**src/common/exPkg.sv**
```systemverilog
//********************
// Execute stage package
// Opcodes, function classes, exception codes and stage structs
//********************
`default_nettype none

package exPkg;

    // Decoded opcode identifiers
    // NOP stays at zero so a cleared register reads as a bubble
    typedef enum logic [5:0] {
        NOP   = 6'd0,
        ADD   = 6'd1,  ADDU  = 6'd2,  SUB   = 6'd3,  SUBU  = 6'd4,
        AND   = 6'd5,  OR    = 6'd6,  XOR   = 6'd7,  NOR   = 6'd8,
        SLT   = 6'd9,  SLTU  = 6'd10,
        SLL   = 6'd11, SRL   = 6'd12, SRA   = 6'd13,
        SLLV  = 6'd14, SRLV  = 6'd15, SRAV  = 6'd16,
        CLO   = 6'd17, CLZ   = 6'd18,
        ADDI  = 6'd19, ADDIU = 6'd20, ANDI  = 6'd21, ORI   = 6'd22,
        XORI  = 6'd23, SLTI  = 6'd24, SLTIU = 6'd25, LUI   = 6'd26,
        LW    = 6'd27, SW    = 6'd28,
        MULT  = 6'd29, MULTU = 6'd30, DIV   = 6'd31, DIVU  = 6'd32,
        MADD  = 6'd33, MADDU = 6'd34, MSUB  = 6'd35, MSUBU = 6'd36,
        MFHI  = 6'd37, MFLO  = 6'd38, MTHI  = 6'd39, MTLO  = 6'd40
    } instr_t;

    typedef enum logic [2:0] {
        FUNC_CALC_R    = 3'd0,
        FUNC_CALC_I    = 3'd1,
        FUNC_MEM_READ  = 3'd2,
        FUNC_MEM_WRITE = 3'd3,
        FUNC_MULDIV    = 3'd4,
        FUNC_OTHER     = 3'd5
    } func_t;

    // Exception codes where zero means none
    localparam logic [4:0] EXC_ADEL = 5'd4;
    localparam logic [4:0] EXC_ADES = 5'd5;
    localparam logic [4:0] EXC_OV   = 5'd12;

    localparam int TNEW_W = 2;

    // Decode to execute register
    typedef struct packed {
        instr_t             instr;
        logic [31:0]        pc;
        logic [4:0]         exc;
        logic               bd;
        logic [31:0]        dataRs;
        logic [31:0]        dataRt;
        logic [15:0]        imm16;
        logic [4:0]         shamt;
        logic [4:0]         addrRs;
        logic [4:0]         addrRt;
        logic [4:0]         addrRd;
        logic [4:0]         regWriteAddr;
        logic [31:0]        regWriteData;
        logic [TNEW_W-1:0]  tnew;
    } exIn_t;

    // Execute to memory register
    typedef struct packed {
        instr_t             instr;
        logic [31:0]        pc;
        logic [4:0]         exc;
        logic               bd;
        logic [31:0]        aluOut;
        logic [4:0]         addrRt;
        logic [31:0]        dataRt;
        logic [4:0]         addrRd;
        logic [4:0]         regWriteAddr;
        logic [31:0]        regWriteData;
        logic [TNEW_W-1:0]  tnew;
    } exOut_t;

    // One register write-back target used as a forward source
    typedef struct packed {
        logic [4:0]  addr;
        logic [31:0] data;
    } fwdPort_t;

endpackage

`default_nettype wire
```
**src/verilog/instrClass.sv**
```systemverilog
//********************
// Instruction classifier
// Maps a decoded opcode to its function class
//********************
`timescale 1ns/100ps
`default_nettype none

module instrClass (
    input  exPkg::instr_t instr,
    output exPkg::func_t  func
);

    always_comb begin
        case (instr)
            exPkg::ADD, exPkg::ADDU, exPkg::SUB, exPkg::SUBU,
            exPkg::AND, exPkg::OR, exPkg::XOR, exPkg::NOR,
            exPkg::SLT, exPkg::SLTU,
            exPkg::SLL, exPkg::SRL, exPkg::SRA,
            exPkg::SLLV, exPkg::SRLV, exPkg::SRAV,
            exPkg::CLO, exPkg::CLZ:
                func = exPkg::FUNC_CALC_R;
            exPkg::ADDI, exPkg::ADDIU, exPkg::ANDI, exPkg::ORI,
            exPkg::XORI, exPkg::SLTI, exPkg::SLTIU, exPkg::LUI:
                func = exPkg::FUNC_CALC_I;
            exPkg::LW:
                func = exPkg::FUNC_MEM_READ;
            exPkg::SW:
                func = exPkg::FUNC_MEM_WRITE;
            // Moves to and from HI/LO belong to the mult/div unit too
            exPkg::MULT, exPkg::MULTU, exPkg::DIV, exPkg::DIVU,
            exPkg::MADD, exPkg::MADDU, exPkg::MSUB, exPkg::MSUBU,
            exPkg::MFHI, exPkg::MFLO, exPkg::MTHI, exPkg::MTLO:
                func = exPkg::FUNC_MULDIV;
            default:
                func = exPkg::FUNC_OTHER;
        endcase
    end

endmodule

`default_nettype wire

```
**config.mk**
```make
export PLATFORM = sky130hd
export DESIGN_NAME = instrClass
export DESIGN_NICKNAME = d
export VERILOG_FILES = /design/src/common/exPkg.sv /design/src/verilog/instrClass.sv
export SDC_FILE = /design/constraint.sdc
export NUM_CORES = 1
export LEC_CHECK = 0
export ABC_AREA = 1
export BUFFER_PORTS_ARGS = -buffer_cell sky130_fd_sc_hd__buf_2
export CAP_MARGIN = 20
export CORE_AREA = 2 2 39 41
export DETAILED_ROUTE_END_ITERATION = 10
export DIE_AREA = 0 0 41 43
export PLACE_DENSITY_LB_ADDON = 0.2
export SLEW_MARGIN = 25
export SYNTH_ARGS = -nofsm -noshare
export SYNTH_HDL_FRONTEND = slang
export SYNTH_SLANG_ARGS = --single-unit
```
**constraint.sdc**
```tcl
create_clock -name vclk -period 1.4
set_input_delay 0.21 -clock vclk [all_inputs]
set_output_delay 0.21 -clock vclk [all_outputs]
set_load 0.02 [all_outputs]
```
==> impl_metrics.ini <==
[outcome]
outcome = finished clean

[sta]
final.setup.tns_ns = 0
max_freq_ghz = 0.846
hold_viol = 0
fin_ws_ns = 0.218
rsz0062_at_grt = false
slew_headroom_pct = 87.7
finalCritPeriodShare_pct = 84.4
period_minus_slack_ns = 1.18
setup_viol = 0
max_slew.worst_pin.slew_ns = 0.184
drv_slew = 0

[placement]
port_buffers = 9
place.gp.congestion = 0.686
dpl.hpwl_um = 284
dp_worst_setup_slack_ns = 0.194
placed_cell_area_um2 = 175

[clock_tree]
ctsHoldBuffers = 0
cts_resized = 0
cts_setup_buffers = 0

[floorplanning]
fp-row-count = 14
chipWidth_um = 41
core_area_um2 = 1380
boundaryPins = 9
die_y_um = 43
start_util_pct = 7.96
dieArea_um2 = 1760

[routing]
vias_per_cell = 3.38
wl_um = 322
firstDrtPassIters = 4
drt_iter0_markers = 5
via_count = 159
routedWlPerCell_um = 6.85
final_antenna_net_count = 0
drc_errors = 0

[yosys]
syn_nets = 28
syn_area_per_cell_um2 = 5.00
synth_area_um2 = 110
ys_types = 12
syn_inst = 22
ys_seq_area_share_pct = 0
synth-warning-count = 0

[cells_and_area]
n_antenna_cell = 0
layout_commonest_cell = buf_2
nClkBuffers = 0
nets = 39
seq_cell_count = 0
final_cell_mix = buf_2 (9), nand2_1 (7)
drive_gt1_share_pct = 41.9
area.sequential_um2 = 0
fin_area_um2 = 175
syn_to_final_growth_pct = 59.1

[power_and_ir_drop]
power_leakage_nw = 0.0922
ir_worst_vdd_mv = 0.0727
power_density_nw_per_um2 = 297

[hold_path]
hold_path.class = primary input to output port
hold_depth = 5

[global_routing]
grt_pass1_vias = 122
antenna_found_initial = 0
grt-ovfl-total = 0
track_usage_pct = 3.40
grt_max_degree = 6
grt_pass1_wl_um = 455

[worst_setup_path]
slowest_stage = buf_2
end_kind = output port
required_ns = 1.19
path_class = primary input to output port
critPathMaxStageDelay_ns = 0.18
critPathLaunchType = primary input
crit_path_frequent_cell = buf_2
cp_cell_sequence = buf_2 -> nor2_4 -> nand3_1 -> nand2_1 -> inv_1 -> a21oi_1 -> buf_2
worstPathArrival_ns = 0.97
crit_path_max_fanout = 5

[job]
cap_violations = 0
[worst paths after layout]
check | start | end
setup / recovery | instr[0] | func[0]
hold / removal | instr[5] | func[1]
[Yosys cell counts, drive strengths merged]
library cell  n  area, um^2
nor3          1        5.00
nor2          3        18.8
nand3         1        5.00
nand2         9        38.8
or2           1        6.26
a21oi         2        10.0
o31ai         1        7.51
inv           3        11.3
nand3b        1        7.51
[layer usage]
| layer | global-route usage, % | wire length, um |
|---|---|---|
| met1 | 5.70 | 151 |
| met2 | 4.69 | 135 |
| met3 | 0.524 | 34 |
| met4 | 0 | 0 |
| met5 | 0 | 0 |
[cell type report]
type,count,area [um^2]
Timing Repair Buffer,9,45.0
Fill cell,171,1210
Inverter,3,11.3
Multi-Input combinational cell,19,98.8
Tap cell,16,20.0
[report_power, final]
| group | internal, mW | switching, mW | leakage [nW] |
|---|---|---|---|
| clock | 0 | 0 | 0 |
| combinational | 0.0205 | 0.0315 | 0.0922 |
| sequential | 0 | 0 | 0 |
[critical path: cells and delay by family]
kind / cells / cell delay (ns)
compound gates: 1 / 0.14
simple gates: 3 / 0.28
buf+inv: 3 / 0.34
[logic make-up (layout without fill, tap and decap cells)]
| family | count (synthesis) | after routing | share of synthesized area (%) |
|---|---|---|---|
| buffers and inverters | 3 | 12 | 10.2 |
| AND/OR/NAND/NOR | 16 | 16 | 73.9 |
| AO/OA/AOI/OAI | 3 | 3 | 15.9 |
[through the flow]
step	hold WS (ns)	power, mW	utilization, %	cells
after floorplan	0.560	0.0307	-	22
after global placement	0.787	0.0533	12.7	47
after detailed placement	0.790	0.0529	12.7	47
after CTS	0.792	0.0531	12.7	47
after global routing	0.809	0.0574	12.7	47
final	0.784	0.0520	12.7	47
Note: power is estimated with default switching activity, not from simulation.
