==> src/common/exPkg.sv <==
//********************
// Execute stage package
// Opcodes, function classes, exception codes and stage structs
//********************
`default_nettype none

package exPkg;

    // Decoded opcode identifiers
    // NOP stays at zero so a cleared register reads as a bubble
    typedef enum logic [5:0] {
        NOP   = 6'd0,
        ADD   = 6'd1,  ADDU  = 6'd2,  SUB   = 6'd3,  SUBU  = 6'd4,
        AND   = 6'd5,  OR    = 6'd6,  XOR   = 6'd7,  NOR   = 6'd8,
        SLT   = 6'd9,  SLTU  = 6'd10,
        SLL   = 6'd11, SRL   = 6'd12, SRA   = 6'd13,
        SLLV  = 6'd14, SRLV  = 6'd15, SRAV  = 6'd16,
        CLO   = 6'd17, CLZ   = 6'd18,
        ADDI  = 6'd19, ADDIU = 6'd20, ANDI  = 6'd21, ORI   = 6'd22,
        XORI  = 6'd23, SLTI  = 6'd24, SLTIU = 6'd25, LUI   = 6'd26,
        LW    = 6'd27, SW    = 6'd28,
        MULT  = 6'd29, MULTU = 6'd30, DIV   = 6'd31, DIVU  = 6'd32,
        MADD  = 6'd33, MADDU = 6'd34, MSUB  = 6'd35, MSUBU = 6'd36,
        MFHI  = 6'd37, MFLO  = 6'd38, MTHI  = 6'd39, MTLO  = 6'd40
    } instr_t;

    typedef enum logic [2:0] {
        FUNC_CALC_R    = 3'd0,
        FUNC_CALC_I    = 3'd1,
        FUNC_MEM_READ  = 3'd2,
        FUNC_MEM_WRITE = 3'd3,
        FUNC_MULDIV    = 3'd4,
        FUNC_OTHER     = 3'd5
    } func_t;

    // Exception codes where zero means none
    localparam logic [4:0] EXC_ADEL = 5'd4;
    localparam logic [4:0] EXC_ADES = 5'd5;
    localparam logic [4:0] EXC_OV   = 5'd12;

    localparam int TNEW_W = 2;

    // Decode to execute register
    typedef struct packed {
        instr_t             instr;
        logic [31:0]        pc;
        logic [4:0]         exc;
        logic               bd;
        logic [31:0]        dataRs;
        logic [31:0]        dataRt;
        logic [15:0]        imm16;
        logic [4:0]         shamt;
        logic [4:0]         addrRs;
        logic [4:0]         addrRt;
        logic [4:0]         addrRd;
        logic [4:0]         regWriteAddr;
        logic [31:0]        regWriteData;
        logic [TNEW_W-1:0]  tnew;
    } exIn_t;

    // Execute to memory register
    typedef struct packed {
        instr_t             instr;
        logic [31:0]        pc;
        logic [4:0]         exc;
        logic               bd;
        logic [31:0]        aluOut;
        logic [4:0]         addrRt;
        logic [31:0]        dataRt;
        logic [4:0]         addrRd;
        logic [4:0]         regWriteAddr;
        logic [31:0]        regWriteData;
        logic [TNEW_W-1:0]  tnew;
    } exOut_t;

    // One register write-back target used as a forward source
    typedef struct packed {
        logic [4:0]  addr;
        logic [31:0] data;
    } fwdPort_t;

endpackage

`default_nettype wire
==> src/verilog/aluUnit.sv <==
//********************
// Execute stage ALU
// Operand select, arithmetic, logic, shifts and exceptions
//********************
`timescale 1ns/100ps
`default_nettype none

module aluUnit (
    input  exPkg::instr_t instr,
    input  exPkg::func_t  func,
    input  logic [31:0]   dataRs,
    input  logic [31:0]   dataRt,
    input  logic [15:0]   imm16,
    input  logic [4:0]    shamt,
    output logic [31:0]   result,
    output logic [4:0]    exc
);

    logic        zeroExt;
    logic        isMem;
    logic [31:0] extImm;
    logic [31:0] srcA;
    logic [31:0] srcB;
    logic [32:0] sum33;
    logic [32:0] diff33;
    logic        ovfAdd;
    logic        ovfSub;

    // Count leading bits equal to val from bit 31 down
    function automatic logic [31:0] countLeading(input logic [31:0] word, input logic val);
        logic [31:0] count;
        logic        stop;
        count = '0;
        stop  = 1'b0;
        for (int i = 31; i >= 0; i--) begin
            if (!stop && word[i] == val) begin
                count = count + 32'd1;
            end else begin
                stop = 1'b1;
            end
        end
        return count;
    endfunction

    assign isMem   = (func == exPkg::FUNC_MEM_READ) || (func == exPkg::FUNC_MEM_WRITE);
    // Logical immediates are zero-extended
    assign zeroExt = instr inside {exPkg::ANDI, exPkg::ORI, exPkg::XORI, exPkg::LUI};
    assign extImm  = zeroExt ? {16'b0, imm16} : {{16{imm16[15]}}, imm16};

    assign srcA = (instr inside {exPkg::SLL, exPkg::SRL, exPkg::SRA}) ? {27'b0, shamt} : dataRs;
    assign srcB = (func == exPkg::FUNC_CALC_I || isMem) ? extImm :
                  (func == exPkg::FUNC_CALC_R)          ? dataRt : 32'b0;

    // One extra sign bit exposes signed overflow
    assign sum33  = {srcA[31], srcA} + {srcB[31], srcB};
    assign diff33 = {srcA[31], srcA} - {srcB[31], srcB};
    assign ovfAdd = sum33[32] ^ sum33[31];
    assign ovfSub = diff33[32] ^ diff33[31];

    always_comb begin
        result = '0;
        if (isMem) begin
            result = sum33[31:0];
        end else begin
            case (instr)
                exPkg::ADD, exPkg::ADDU, exPkg::ADDI, exPkg::ADDIU: result = sum33[31:0];
                exPkg::SUB, exPkg::SUBU: result = diff33[31:0];
                exPkg::AND, exPkg::ANDI: result = srcA & srcB;
                exPkg::OR, exPkg::ORI: result = srcA | srcB;
                exPkg::XOR, exPkg::XORI: result = srcA ^ srcB;
                exPkg::NOR: result = ~(srcA | srcB);
                exPkg::SLT, exPkg::SLTI: result = {31'b0, $signed(srcA) < $signed(srcB)};
                exPkg::SLTU, exPkg::SLTIU: result = {31'b0, srcA < srcB};
                exPkg::SLL, exPkg::SLLV: result = srcB << srcA[4:0];
                exPkg::SRL, exPkg::SRLV: result = srcB >> srcA[4:0];
                exPkg::SRA, exPkg::SRAV: result = 32'($signed(srcB) >>> srcA[4:0]);
                exPkg::LUI: result = {srcB[15:0], 16'b0};
                exPkg::CLO: result = countLeading(srcA, 1'b1);
                exPkg::CLZ: result = countLeading(srcA, 1'b0);
                default: result = '0;
            endcase
        end
    end

    always_comb begin
        exc = '0;
        if (func == exPkg::FUNC_MEM_READ && ovfAdd) begin
            exc = exPkg::EXC_ADEL;
        end else if (func == exPkg::FUNC_MEM_WRITE && ovfAdd) begin
            exc = exPkg::EXC_ADES;
        end else if ((instr == exPkg::ADD || instr == exPkg::ADDI) && ovfAdd) begin
            exc = exPkg::EXC_OV;
        end else if (instr == exPkg::SUB && ovfSub) begin
            exc = exPkg::EXC_OV;
        end
    end

    // Class from the decoder must agree with the trapping opcodes
    always_comb begin
        assert final (exc == 5'd0 ||
                      instr inside {exPkg::ADD, exPkg::ADDI, exPkg::SUB, exPkg::LW, exPkg::SW})
            else $error("aluUnit: exception 0x%0h raised for %s", exc, instr.name());
    end

endmodule

`default_nettype wire

==> config.mk <==
export PLATFORM = sky130hd
export DESIGN_NAME = aluUnit
export DESIGN_NICKNAME = d
export VERILOG_FILES = /design/src/common/exPkg.sv /design/src/verilog/aluUnit.sv
export SDC_FILE = /design/constraint.sdc
export NUM_CORES = 1
export LEC_CHECK = 0
export BUFFER_PORTS_ARGS = -buffer_cell sky130_fd_sc_hd__buf_2
export CORE_MARGIN = 3
export CORE_UTILIZATION = 46
export DETAILED_ROUTE_END_ITERATION = 8
export PLACE_DENSITY = 0.66
export SLEW_MARGIN = 10
export SYNTH_ARGS = -nofsm -noshare
export SYNTH_HDL_FRONTEND = slang
export SYNTH_SLANG_ARGS = --single-unit
==> constraint.sdc <==
create_clock -name vclk -period 28.2
set_input_delay 4.23 -clock vclk [all_inputs]
set_output_delay 4.23 -clock vclk [all_outputs]
set_load 0.05 [all_outputs]
==> run summary <==
Critical Path Most Common Cell = ha_4
Hold Vio Cnt, Final = 0
Initial Utilization = 47.3%
DRT Pass-1 Iters = 7
Max FO, Critical Path = 4
Crit end category = output pin
Final nets = 3222
Post-synthesis instance total = 2882
Design area = 0.0201 mm^2
Overflow after GRT = 0
Worst min path class = in -> out
Slowest cell on crit path = or3b_4
HPWL after DPL = 67500 um
Synthesized cell area = 0.0180 mm^2
Crit-path max cell delay = 420 ps
Period Utilization, post-route = 97.4%
Placed inst area = 0.0195 mm^2
Final-report setup violation count = 0
Clk_buf instances = 0
Pin count of the biggest net entering global routing = 74
Req. time, crit path = 23970 ps
Post-Route WL = 85800 um
FMAX = 36.4 MHz
RD Place Congestion = 1.07
Post-synthesis cell type count = 111
DRT iter0 DRCs = 2728
Layout filler cell count = 3983
I/O pins = 131
RSZ-0062 raised after global routing = true
Setup slack after layout = 722 ps
Data arrival, critical path = 23250 ps
First-pass GRT wire length = 127000 um
Total GRT Usage = 38.6%
Place WS = -543 ps
Max-slew violation count = 0
Row count = 71
Sequential fraction of the synthesis area = 0%
DRC Markers = 0
Total number of vias = 23300
Die Ht = 204 um
Area delta synth->final = 11.4%
Worst slew pin tran = 1350 ps
CORE AREA = 0.0381 mm^2
Storage element area = 0 um^2
Syn_area_per_cell = 6.25 um^2
Footprint of the multi-input gates = 0.0173 mm^2
Initial antenna violation count = 1
Top delay family on crit path = adder cells
Die W = 204 um
Fraction of layout cells with a size suffix above 1 = 12.9%
YS warnings = 0
Final Critical Period = 27480 ps
Crit start category = primary input
Max_cap viols = 0
Vias in the first global route = 21500
CP Class = in -> out
Wire per inst = 24.7 um
Worst rel slew slack = 9.95%
Sequential cell count = 0
DR vias/cell = 6.69
Status = finished, final reports clean
I/O Buffers = 129
Crit path buf inv count = 8
ANT nets after route = 0
Die area = 0.0416 mm^2
## path summary, 6_finish.rpt
path                  startpoint        end  slack, ps  cells past startpoint
worst min-delay path     func[0]     exc[0]       8920                      3
worst max-delay path    instr[5]  result[8]        720                    109
## cell type report
cell class,instances,area share [%]
multi-input combinational,2582,86.1
timing repair buffer,247,8.15
tap,511,3.18
inverter,136,2.54
antenna,1,0.0125
## synth_stat cells, drive strengths merged (36+ instances only)
cell type  count  area share (%)
and2          44             1.5
a31oi         36             1.3
o22ai         56             1.9
a211oi        41             1.7
inv          131             2.7
a21o          36             1.5
ha           159              11
clkbuf       122             2.5
nand3        104             2.9
xnor2        128             6.6
a21oi        267             7.5
nor3          77             2.3
nand2        334             7.0
and3          39             1.4
mux2i         99             5.5
nor2         357             7.5
o21ai        223             6.2
buf           43             1.1
xor2          70             3.6
## logic make-up (layout without fill, tap and decap cells)
logic type,after synthesis,count (layout),share of synthesized area (%)
mux,119,119,6.77
other cells,1,3,0.0208
fa+ha+maj,167,167,11.6
xor+xnor,212,212,12.0
simple gates,1139,1139,29.7
buf+inv,301,383,6.48
compound gates,943,943,33.4
## stage by stage
| stage | util (%) | cells | setup TNS [ps] | hold slack [ps] |
|---|---|---|---|---|
| global placement | 51.2 | 3448 | -90.0 | 8920 |
| global route | 52.7 | 3476 | -1230 | 8930 |
| detailed placement | 51.2 | 3448 | -1270 | 8920 |
| floorplan | - | 2883 | 0 | 8760 |
| CTS | 51.5 | 3459 | 0 | 8920 |
| finish | 52.7 | 3477 | 0 | 8920 |
## cells in the final DEF (no fill, tap or decap), types with 15 or more instances in the layout
cell and instances:
nor2_1 351, nand2_1 328, a21oi_1 262, o21ai_0 200, ha_1 143, inv_1 127, buf_2 124, xnor2_1 118
buf_4 114, nand3_1 104, mux2i_1 95, nor3_1 71, xor2_1 66, o22ai_1 53, and2_1 41, a211oi_1 40
and3_1 39, a31oi_1 36, a21o_1 36, o211ai_1 35, o21bai_1 33, a22oi_1 28, nand2b_1 25, or3_1 25
o221ai_1 25, nor4_1 24, nand4_1 23, a221oi_1 21, nor2b_1 20, o21a_1 20, o21ai_1 18, mux2_2 16
ha_4 15
## metal layers
layer	track usage, %	up-vias	wire length, um
li1	-	10700	-
met1	51.5	11000	35400
met2	60.1	1303	36200
met3	7.25	234	9170
met4	18.3	0	5030
met5	0	-	0
## what timing repair did
item,in CTS,in global routing
hold buffers,0,0
cloned,0,2
resized for setup,10,52
setup buffers,11,15
pin swaps,22,46
endpoints found under the setup margin,6,8
