[config.mk]
export PLATFORM = sky130hd
export DESIGN_NAME = operandForward
export DESIGN_NICKNAME = d
export VERILOG_FILES = /design/src/common/exPkg.sv /design/src/verilog/operandForward.sv
export SDC_FILE = /design/constraint.sdc
export NUM_CORES = 1
export LEC_CHECK = 0
export BUFFER_PORTS_ARGS = -buffer_cell sky130_fd_sc_hd__buf_2
export CAP_MARGIN = 20
export CORE_AREA = 2 2 83 85
export DETAILED_ROUTE_END_ITERATION = 8
export DIE_AREA = 0 0 85 87
export PLACE_DENSITY_LB_ADDON = 0.2
export SLEW_MARGIN = 20
export SYNTH_ARGS = -nofsm -noshare
export SYNTH_HDL_FRONTEND = slang
export SYNTH_SLANG_ARGS = --single-unit
[constraint.sdc]
create_clock -name vclk -period 2.4
set_clock_uncertainty 0.2 [all_clocks]
set_input_delay 0.36 -clock vclk [all_inputs]
set_output_delay 0.36 -clock vclk [all_outputs]
set_load 0.02 [all_outputs]
[src/common/exPkg.sv]
//********************
// Execute stage package
// Opcodes, function classes, exception codes and stage structs
//********************
`default_nettype none

package exPkg;

    // Decoded opcode identifiers
    // NOP stays at zero so a cleared register reads as a bubble
    typedef enum logic [5:0] {
        NOP   = 6'd0,
        ADD   = 6'd1,  ADDU  = 6'd2,  SUB   = 6'd3,  SUBU  = 6'd4,
        AND   = 6'd5,  OR    = 6'd6,  XOR   = 6'd7,  NOR   = 6'd8,
        SLT   = 6'd9,  SLTU  = 6'd10,
        SLL   = 6'd11, SRL   = 6'd12, SRA   = 6'd13,
        SLLV  = 6'd14, SRLV  = 6'd15, SRAV  = 6'd16,
        CLO   = 6'd17, CLZ   = 6'd18,
        ADDI  = 6'd19, ADDIU = 6'd20, ANDI  = 6'd21, ORI   = 6'd22,
        XORI  = 6'd23, SLTI  = 6'd24, SLTIU = 6'd25, LUI   = 6'd26,
        LW    = 6'd27, SW    = 6'd28,
        MULT  = 6'd29, MULTU = 6'd30, DIV   = 6'd31, DIVU  = 6'd32,
        MADD  = 6'd33, MADDU = 6'd34, MSUB  = 6'd35, MSUBU = 6'd36,
        MFHI  = 6'd37, MFLO  = 6'd38, MTHI  = 6'd39, MTLO  = 6'd40
    } instr_t;

    typedef enum logic [2:0] {
        FUNC_CALC_R    = 3'd0,
        FUNC_CALC_I    = 3'd1,
        FUNC_MEM_READ  = 3'd2,
        FUNC_MEM_WRITE = 3'd3,
        FUNC_MULDIV    = 3'd4,
        FUNC_OTHER     = 3'd5
    } func_t;

    // Exception codes where zero means none
    localparam logic [4:0] EXC_ADEL = 5'd4;
    localparam logic [4:0] EXC_ADES = 5'd5;
    localparam logic [4:0] EXC_OV   = 5'd12;

    localparam int TNEW_W = 2;

    // Decode to execute register
    typedef struct packed {
        instr_t             instr;
        logic [31:0]        pc;
        logic [4:0]         exc;
        logic               bd;
        logic [31:0]        dataRs;
        logic [31:0]        dataRt;
        logic [15:0]        imm16;
        logic [4:0]         shamt;
        logic [4:0]         addrRs;
        logic [4:0]         addrRt;
        logic [4:0]         addrRd;
        logic [4:0]         regWriteAddr;
        logic [31:0]        regWriteData;
        logic [TNEW_W-1:0]  tnew;
    } exIn_t;

    // Execute to memory register
    typedef struct packed {
        instr_t             instr;
        logic [31:0]        pc;
        logic [4:0]         exc;
        logic               bd;
        logic [31:0]        aluOut;
        logic [4:0]         addrRt;
        logic [31:0]        dataRt;
        logic [4:0]         addrRd;
        logic [4:0]         regWriteAddr;
        logic [31:0]        regWriteData;
        logic [TNEW_W-1:0]  tnew;
    } exOut_t;

    // One register write-back target used as a forward source
    typedef struct packed {
        logic [4:0]  addr;
        logic [31:0] data;
    } fwdPort_t;

endpackage

`default_nettype wire
[src/verilog/operandForward.sv]
//********************
// Operand forwarding
// Memory stage first, then write-back, then decode value
//********************
`timescale 1ns/100ps
`default_nettype none

module operandForward (
    input  logic [4:0]      addrRs,
    input  logic [4:0]      addrRt,
    input  logic [31:0]     dataRs,
    input  logic [31:0]     dataRt,
    input  exPkg::fwdPort_t fwdMem,
    input  exPkg::fwdPort_t fwdWb,
    output logic [31:0]     srcRs,
    output logic [31:0]     srcRt
);

    // Register zero is hard-wired and never forwarded
    function automatic logic [31:0] pick(input logic [4:0] addr, input logic [31:0] data,
                                         input exPkg::fwdPort_t mem, input exPkg::fwdPort_t wb);
        if (mem.addr == addr && mem.addr != 5'd0) begin
            return mem.data;
        end else if (wb.addr == addr && wb.addr != 5'd0) begin
            return wb.data;
        end
        return data;
    endfunction

    assign srcRs = pick(addrRs, dataRs, fwdMem, fwdWb);
    assign srcRt = pick(addrRt, dataRt, fwdMem, fwdWb);

endmodule

`default_nettype wire

==> key figures, run 1 <==
Finish
  – Share of cells above drive strength 1: a little over two thirds
  – Diode count: 0
  – Seq Cell Count: 0
  – Final instance area: 0.00495 mm²
  – Non-Filler Instances: between 600 and 700
  – Final core occ: 75.4%
  – Final nets: approximately 730
  – Clock buf count: 0
  – P&R area growth vs syn: 134%
  – FF+latch area: 0 µm²

Run status
  – Status: finished, violations left
  – Failing checks: negative setup slack

STA
  – Slew @ Worst Pin: around 0.42 ns
  – Slew Viols, Final: 0
  – Fraction of the cycle the final worst path needs: 113%
  – RSZ-0062 raised after global routing: true
  – Hold Vio Cnt, Final: 0
  – Final worst slack: -0.307 ns
  – Max Fclk: around 370 MHz
  – Rel. slew slack: between 70% and 80%
  – Final min period: 2.71 ns
  – Final setup vio count: between 60 and 70

Drt
  – DRC violations left: 0
  – DR vias/cell: between 6 and 7
  – Routed via count: ~4000
  – Antenna Nets Post-Route: 0
  – Final wirelength: between 10000 and 15000 µm
  – First-pass iteration count of the detailed router: 5
  – Initial DRC Count: 285
  – WL/cell: a little under 20 µm

Min path
  – Hold crit path type: in -> out
  – Hold Crit Depth: 4
  – Hold Startpoint: dataRt[7]
  – Min-Delay Endpoint: srcRt[7]

Pwr
  – Static leakage: between 1.5 and 2 nW
  – Max IR drop VDD: between 0.2 and 0.25 mV
  – Pwr dens: 267 mW/mm²

Yosys
  – Simple-Gate Fraction of Synth Area: 36.1%
  – Sequential area share after synthesis: 0%
  – Main combinational cell family by area after synthesis: compound AO/OA/AOI/OAI gates
  – Synth warn: 0
  – Syn_area_per_cell: approximately 5.8 µm²
  – Syn Std Cell Area: approximately 0.0021 mm²
  – Most frequent cells after synthesis: 63 x a31oi_1, 63 x nor3_1, 63 x or3_1
  – Post-Synth XOR/XNOR Area: just over 8%
  – Post-synthesis mux area share: 0%
  – Post-synth top area cell: a31oi_1
  – Compound-gate portion of the synthesized area: 37.8%
  – Post-Synth Adder-Cell Area: 0%
  – Largest cells by area after synthesis: a31oi_1 19%, or3_1 19%, nor3_1 15%
  – Post-Syn Instances: 363
  – Synth top area share: approximately a fifth
  – Syn Nets: approximately 510
  – Yosys cell types: 19

Floorplanning
  – Std cell rows: 30
  – Io pins: ~210
  – Total core area: approximately 0.0066 mm²
  – Die width: roughly 85 µm
  – Initial core utilization: 32.2%
  – Die ar.: around 0.0074 mm²
  – Die Span Y: around 87 µm

Setup path
  – CP Capture Type: output pin
  – Arrival time at the worst endpoint: between 2 and 2.5 ns
  – CP max stage delay: between 0.5 and 0.6 ns
  – CP Cell Sequence: buf_6 -> or4_4 -> o211ai_4 -> buf_12 -> buf_12 -> buf_16 -> o21ai_1 -> a31oi_1 -> buf_4
  – WP buf/inv: 5
  – Worst-path fanout max: 7
  – Critical Path RT: 1.84 ns
  – Startpoint Class: input pin
  – Worst Setup SP: fwdWb[36]
  – Crit path kind: in -> out
  – Most frequent CP cell: buf_12
  – Top delay family on crit path: buffers and inverters
  – CP max stage cell: or4_4

Placed design
  – Post-Place Cells: 642
  – Final GP Congestion: roughly 0.90
  – Dpl cell area: ~0.0038 mm²
  – IO Port Bufs: about 210
  – Post-DP HPWL: between 7000 and 8000 µm

GRT
  – Largest net degree at the start of global routing: 36
  – GRT overflow: 0
  – Initial antenna violation count: 0
  – Vias in the first global route: 3600
  – First-pass GRT wire length: around 17000 µm
  – Total GRT Usage: about 28%

Flow run
  – MaxCap Viol Count: 0
-- layer usage --
layer,vias up,global-route usage (%),routed length (µm)
li1,1811,-,-
met1,1844,33.1,4750
met2,272,54.0,6590
met3,45,2.94,1130
met4,0,5.05,384
met5,-,0,0
-- timing repair --
item,in CTS,in global routing
gates cloned,6,8
pin swaps,26,72
hold buffers,0,0
endpoints found under the setup margin,64,64
gates resized for setup,113,128
setup buffers,4,3
-- worst min-delay path, cell delays in order --
cell,delay (ns)
buf_2,0.11
o21ai_2,0.07
a2bb2oi_2,0.07
buf_6,0.13
-- worst max path at each step --
stage           endpoint  depth (start not counted)
2_1_floorplan  srcRs[30]                          5
3_3_place_gp   srcRs[17]                          7
3_5_place_dp   srcRs[23]                          7
4_1_cts        srcRt[29]                          8
5_1_grt        srcRs[30]                          9
6_report       srcRs[30]                          9
-- placed cells by master (no fill, tap or decap), types with 2 or more instances in the layout --
cell and count:
a31oi_2 52, o21ai_0 11, buf_16 6, nand3_1 2, buf_2 146, o21ai_2 27, inv_1 32, or3_1 36
or3_4 27, xnor2_4 2, buf_4 70, or4_4 2, nor3_1 63, clkbuf_16 7, a31oi_1 2, o211ai_4 3
o21ai_4 13, xnor2_1 17, buf_6 21, nand3_2 2, a31oi_4 9, o21ai_1 13, buf_12 12
-- metrics by stage --
step / TNS [ns] / total power, mW / hold slack (ns) / worst slack [ns]
floorplan: 0 / 0.530 / 0.697 / 0.0152
global route: -13.59 / 1.38 / 0.901 / -0.315
global placement: -7.03 / 0.879 / 0.892 / -0.155
CTS: -8.91 / 1.08 / 0.907 / -0.178
detailed placement: -8.59 / 0.890 / 0.904 / -0.219
finish: -11.14 / 1.32 / 0.891 / -0.307
-- cell families (layout without fill, tap and decap cells) --
group           count (synthesis)  after routing
simple gates                  134            134
compound gates                133            133
buf+inv                        76            294
xor+xnor                       20             20
-- where the power goes --
group | internal (mW) | switching, mW
registers | 0 | 0
logic | 0.626 | 0.695
clock network | 0 | 0
total | 0.626 | 0.695
-- cell type report --
| cell class | count | area (µm²) |
|---|---|---|
| fillers | 480 | 1620 |
| inverters | 32 | 120 |
| multi-input cells | 287 | 2660 |
| well taps | 80 | 100 |
| repair buffers | 262 | 2070 |
Note: power is estimated with default switching activity, not from simulation.
==> inputs of run 2 (changes only) <==
PLACE_DENSITY = 0.74   (was unset)
PLACE_DENSITY_LB_ADDON = unset   (was 0.2)
==> run 2 against run 1 <==
The flow still finishes with violations (negative setup slack). Power is 14% lower. Largest power group unchanged. First-iteration DRC count decreased by 25%. Die area unchanged. Core utilization down 7.8 points. Non-clock buffer count down 9. Critical path depth shrank 1. Fmax up 4.2%.
==> key figures, run 2 (synthesis gave the netlist of run 1 again) <==
Run status
  – Status: finished, violations left
  – Failing checks: negative setup slack

Floorplanning
  – Total core area: ~0.0066 mm²
  – Std cell rows: 30
  – Initial core utilization: 32.2%
  – Die Span Y: ~87 µm
  – Die ar.: 0.00740 mm²
  – Io pins: ~210
  – Die width: approximately 85 µm

GRT
  – GRT overflow: 0
  – Largest net degree at the start of global routing: 38
  – Initial antenna violation count: 0
  – Total GRT Usage: 26.5%
  – First-pass GRT wire length: ~16000 µm
  – Vias in the first global route: between 3000 and 4000

STA
  – Final worst slack: -0.198 ns
  – Max Fclk: between 300 and 400 MHz
  – Final min period: between 2 and 3 ns
  – Min Hold Slack: between 0.9 and 1 ns
  – RSZ-0062 raised after global routing: true
  – Slew Viols, Final: 0
  – Final setup vio count: 64
  – Slew @ Worst Pin: approximately 0.39 ns
  – Setup TNS: -8.85 ns
  – Hold Vio Cnt, Final: 0
  – Fraction of the cycle the final worst path needs: 108%
  – Rel. slew slack: 73.9%

Finish
  – P&R area growth vs syn: 110%
  – Most common cell after layout, fill and taps aside: buf_2
  – Seq Cell Count: 0
  – FF+latch area: 0 µm²
  – Number of fillers in the final layout: about 530
  – Clock buf count: 0
  – Diode count: 0
  – Final nets: just over 700
  – Most frequent cells in the layout: 155 x buf_2, 75 x buf_4, 63 x nor3_1
  – Share of cells above drive strength 1: a little over three fifths

Pwr
  – Overall power: 1.13 mW
  – P_int: roughly 500 µW
  – Reg power frac: 0%
  – Max IR drop VDD: between 0.15 and 0.2 mV
  – Logic pwr share: 100.0%
  – Pwr dens: ~250 mW/mm²
  – Static leakage: 1.80 nW
  – Sw frac: between 50 and 60%
  – Sw Pwr: about 620 µW
  – Clk pwr share: 0%

Setup path
  – Startpoint Class: input pin
  – CP max stage cell: or4_4
  – CP Capture Type: output pin
  – Crit path kind: in -> out
  – CP Cell Sequence: buf_6 -> or4_4 -> o211ai_4 -> buf_12 -> clkbuf_16 -> o21ai_4 -> a31oi_2 -> buf_4
  – Critical Path RT: 1.84 ns
  – CP max stage delay: approximately 0.57 ns
  – Arrival time at the worst endpoint: between 2 and 2.5 ns
  – Worst-path fanout max: 8

Flow run
  – MaxCap Viol Count: 0

Placed design
  – Post-DP HPWL: about 7600 µm
  – Place WS: -0.192 ns
  – Final GP Congestion: 0.892
  – IO Port Bufs: between 200 and 250

Drt
  – Routed via count: 3770
  – Antenna Nets Post-Route: 0
  – WL/cell: 17.3 µm
  – Final wirelength: 11300 µm
  – First-pass iteration count of the detailed router: 5
  – DRC violations left: 0
  – DR vias/cell: 5.78
  – Initial DRC Count: approximately 210

Min path
  – Hold crit path type: in -> out
  – Hold Crit Depth: 4

Clock network
  – Post-CTS Hold Buffers: 0
[run 2: cell count changes in the layout (fill, tap and decap cells not counted), moves of 3 or more]
cell,previous run,this run
buf_6,21,7
or3_4,27,3
buf_16,6,3
clkbuf_16,7,3
a31oi_4,9,0
buf_2,146,155
buf_12,12,8
buf_4,70,75
o21ai_0,11,14
o21ai_1,13,20
o21ai_2,27,16
a31oi_2,52,61
or3_1,36,60
[run 2: power by group through the flow]
stage	clock [mW]	sequential (mW)	combinational (mW)
global route	0	0	1.20
detailed placement	0	0	0.876
finish	0	0	1.13
floorplan	0	0	0.530
CTS	0	0	1.02
global placement	0	0	0.866
[run 2: area by class of cell]
cell class                 instances  area, µm²  share of cell area (%)
inverter                          32        120                    2.70
multi-input combinational        287       2420                    54.5
tap                               80        100                    2.25
timing repair buffer             253       1800                    40.5
[run 2: worst paths after layout]
check,from,endpoint,slack (ns)
min,dataRs[17],srcRs[17],0.91
max,fwdWb[33],srcRs[18],-0.20
[run 2: timing repair]
item,CTS,global route
setup buffers,2,0
setup endpoints to repair,64,64
gates cloned,5,3
gates resized for setup,107,59
pin swaps,19,37
[run 2: critical path, delay by kind of cell]
kind | cells | cell delay (ns)
simple gates | 1 | 0.57
buf+inv | 4 | 0.63
compound gates | 3 | 0.46
[run 2: per-layer routing]
metal / vias to the layer above / global-route usage, % / wire [µm] / part of all wire (%)
li1: 1794 / - / - / -
met1: 1747 / 30.8 / 4300 / 38
met2: 198 / 49.9 / 5860 / 52
met3: 31 / 3.98 / 859 / 7.6
met4: 0 / 7.94 / 272 / 2.4
met5: - / 0 / 0 / 0
[run 2: stage by stage]
step / util [%] / cell area, µm² / std cells
detailed placement: 56.9 / 3740 / 642
global placement: 56.9 / 3740 / 642
CTS: 63.2 / 4150 / 649
global route: 67.6 / 4440 / 652
finish: 67.6 / 4440 / 652
floorplan: - / 2510 / 363
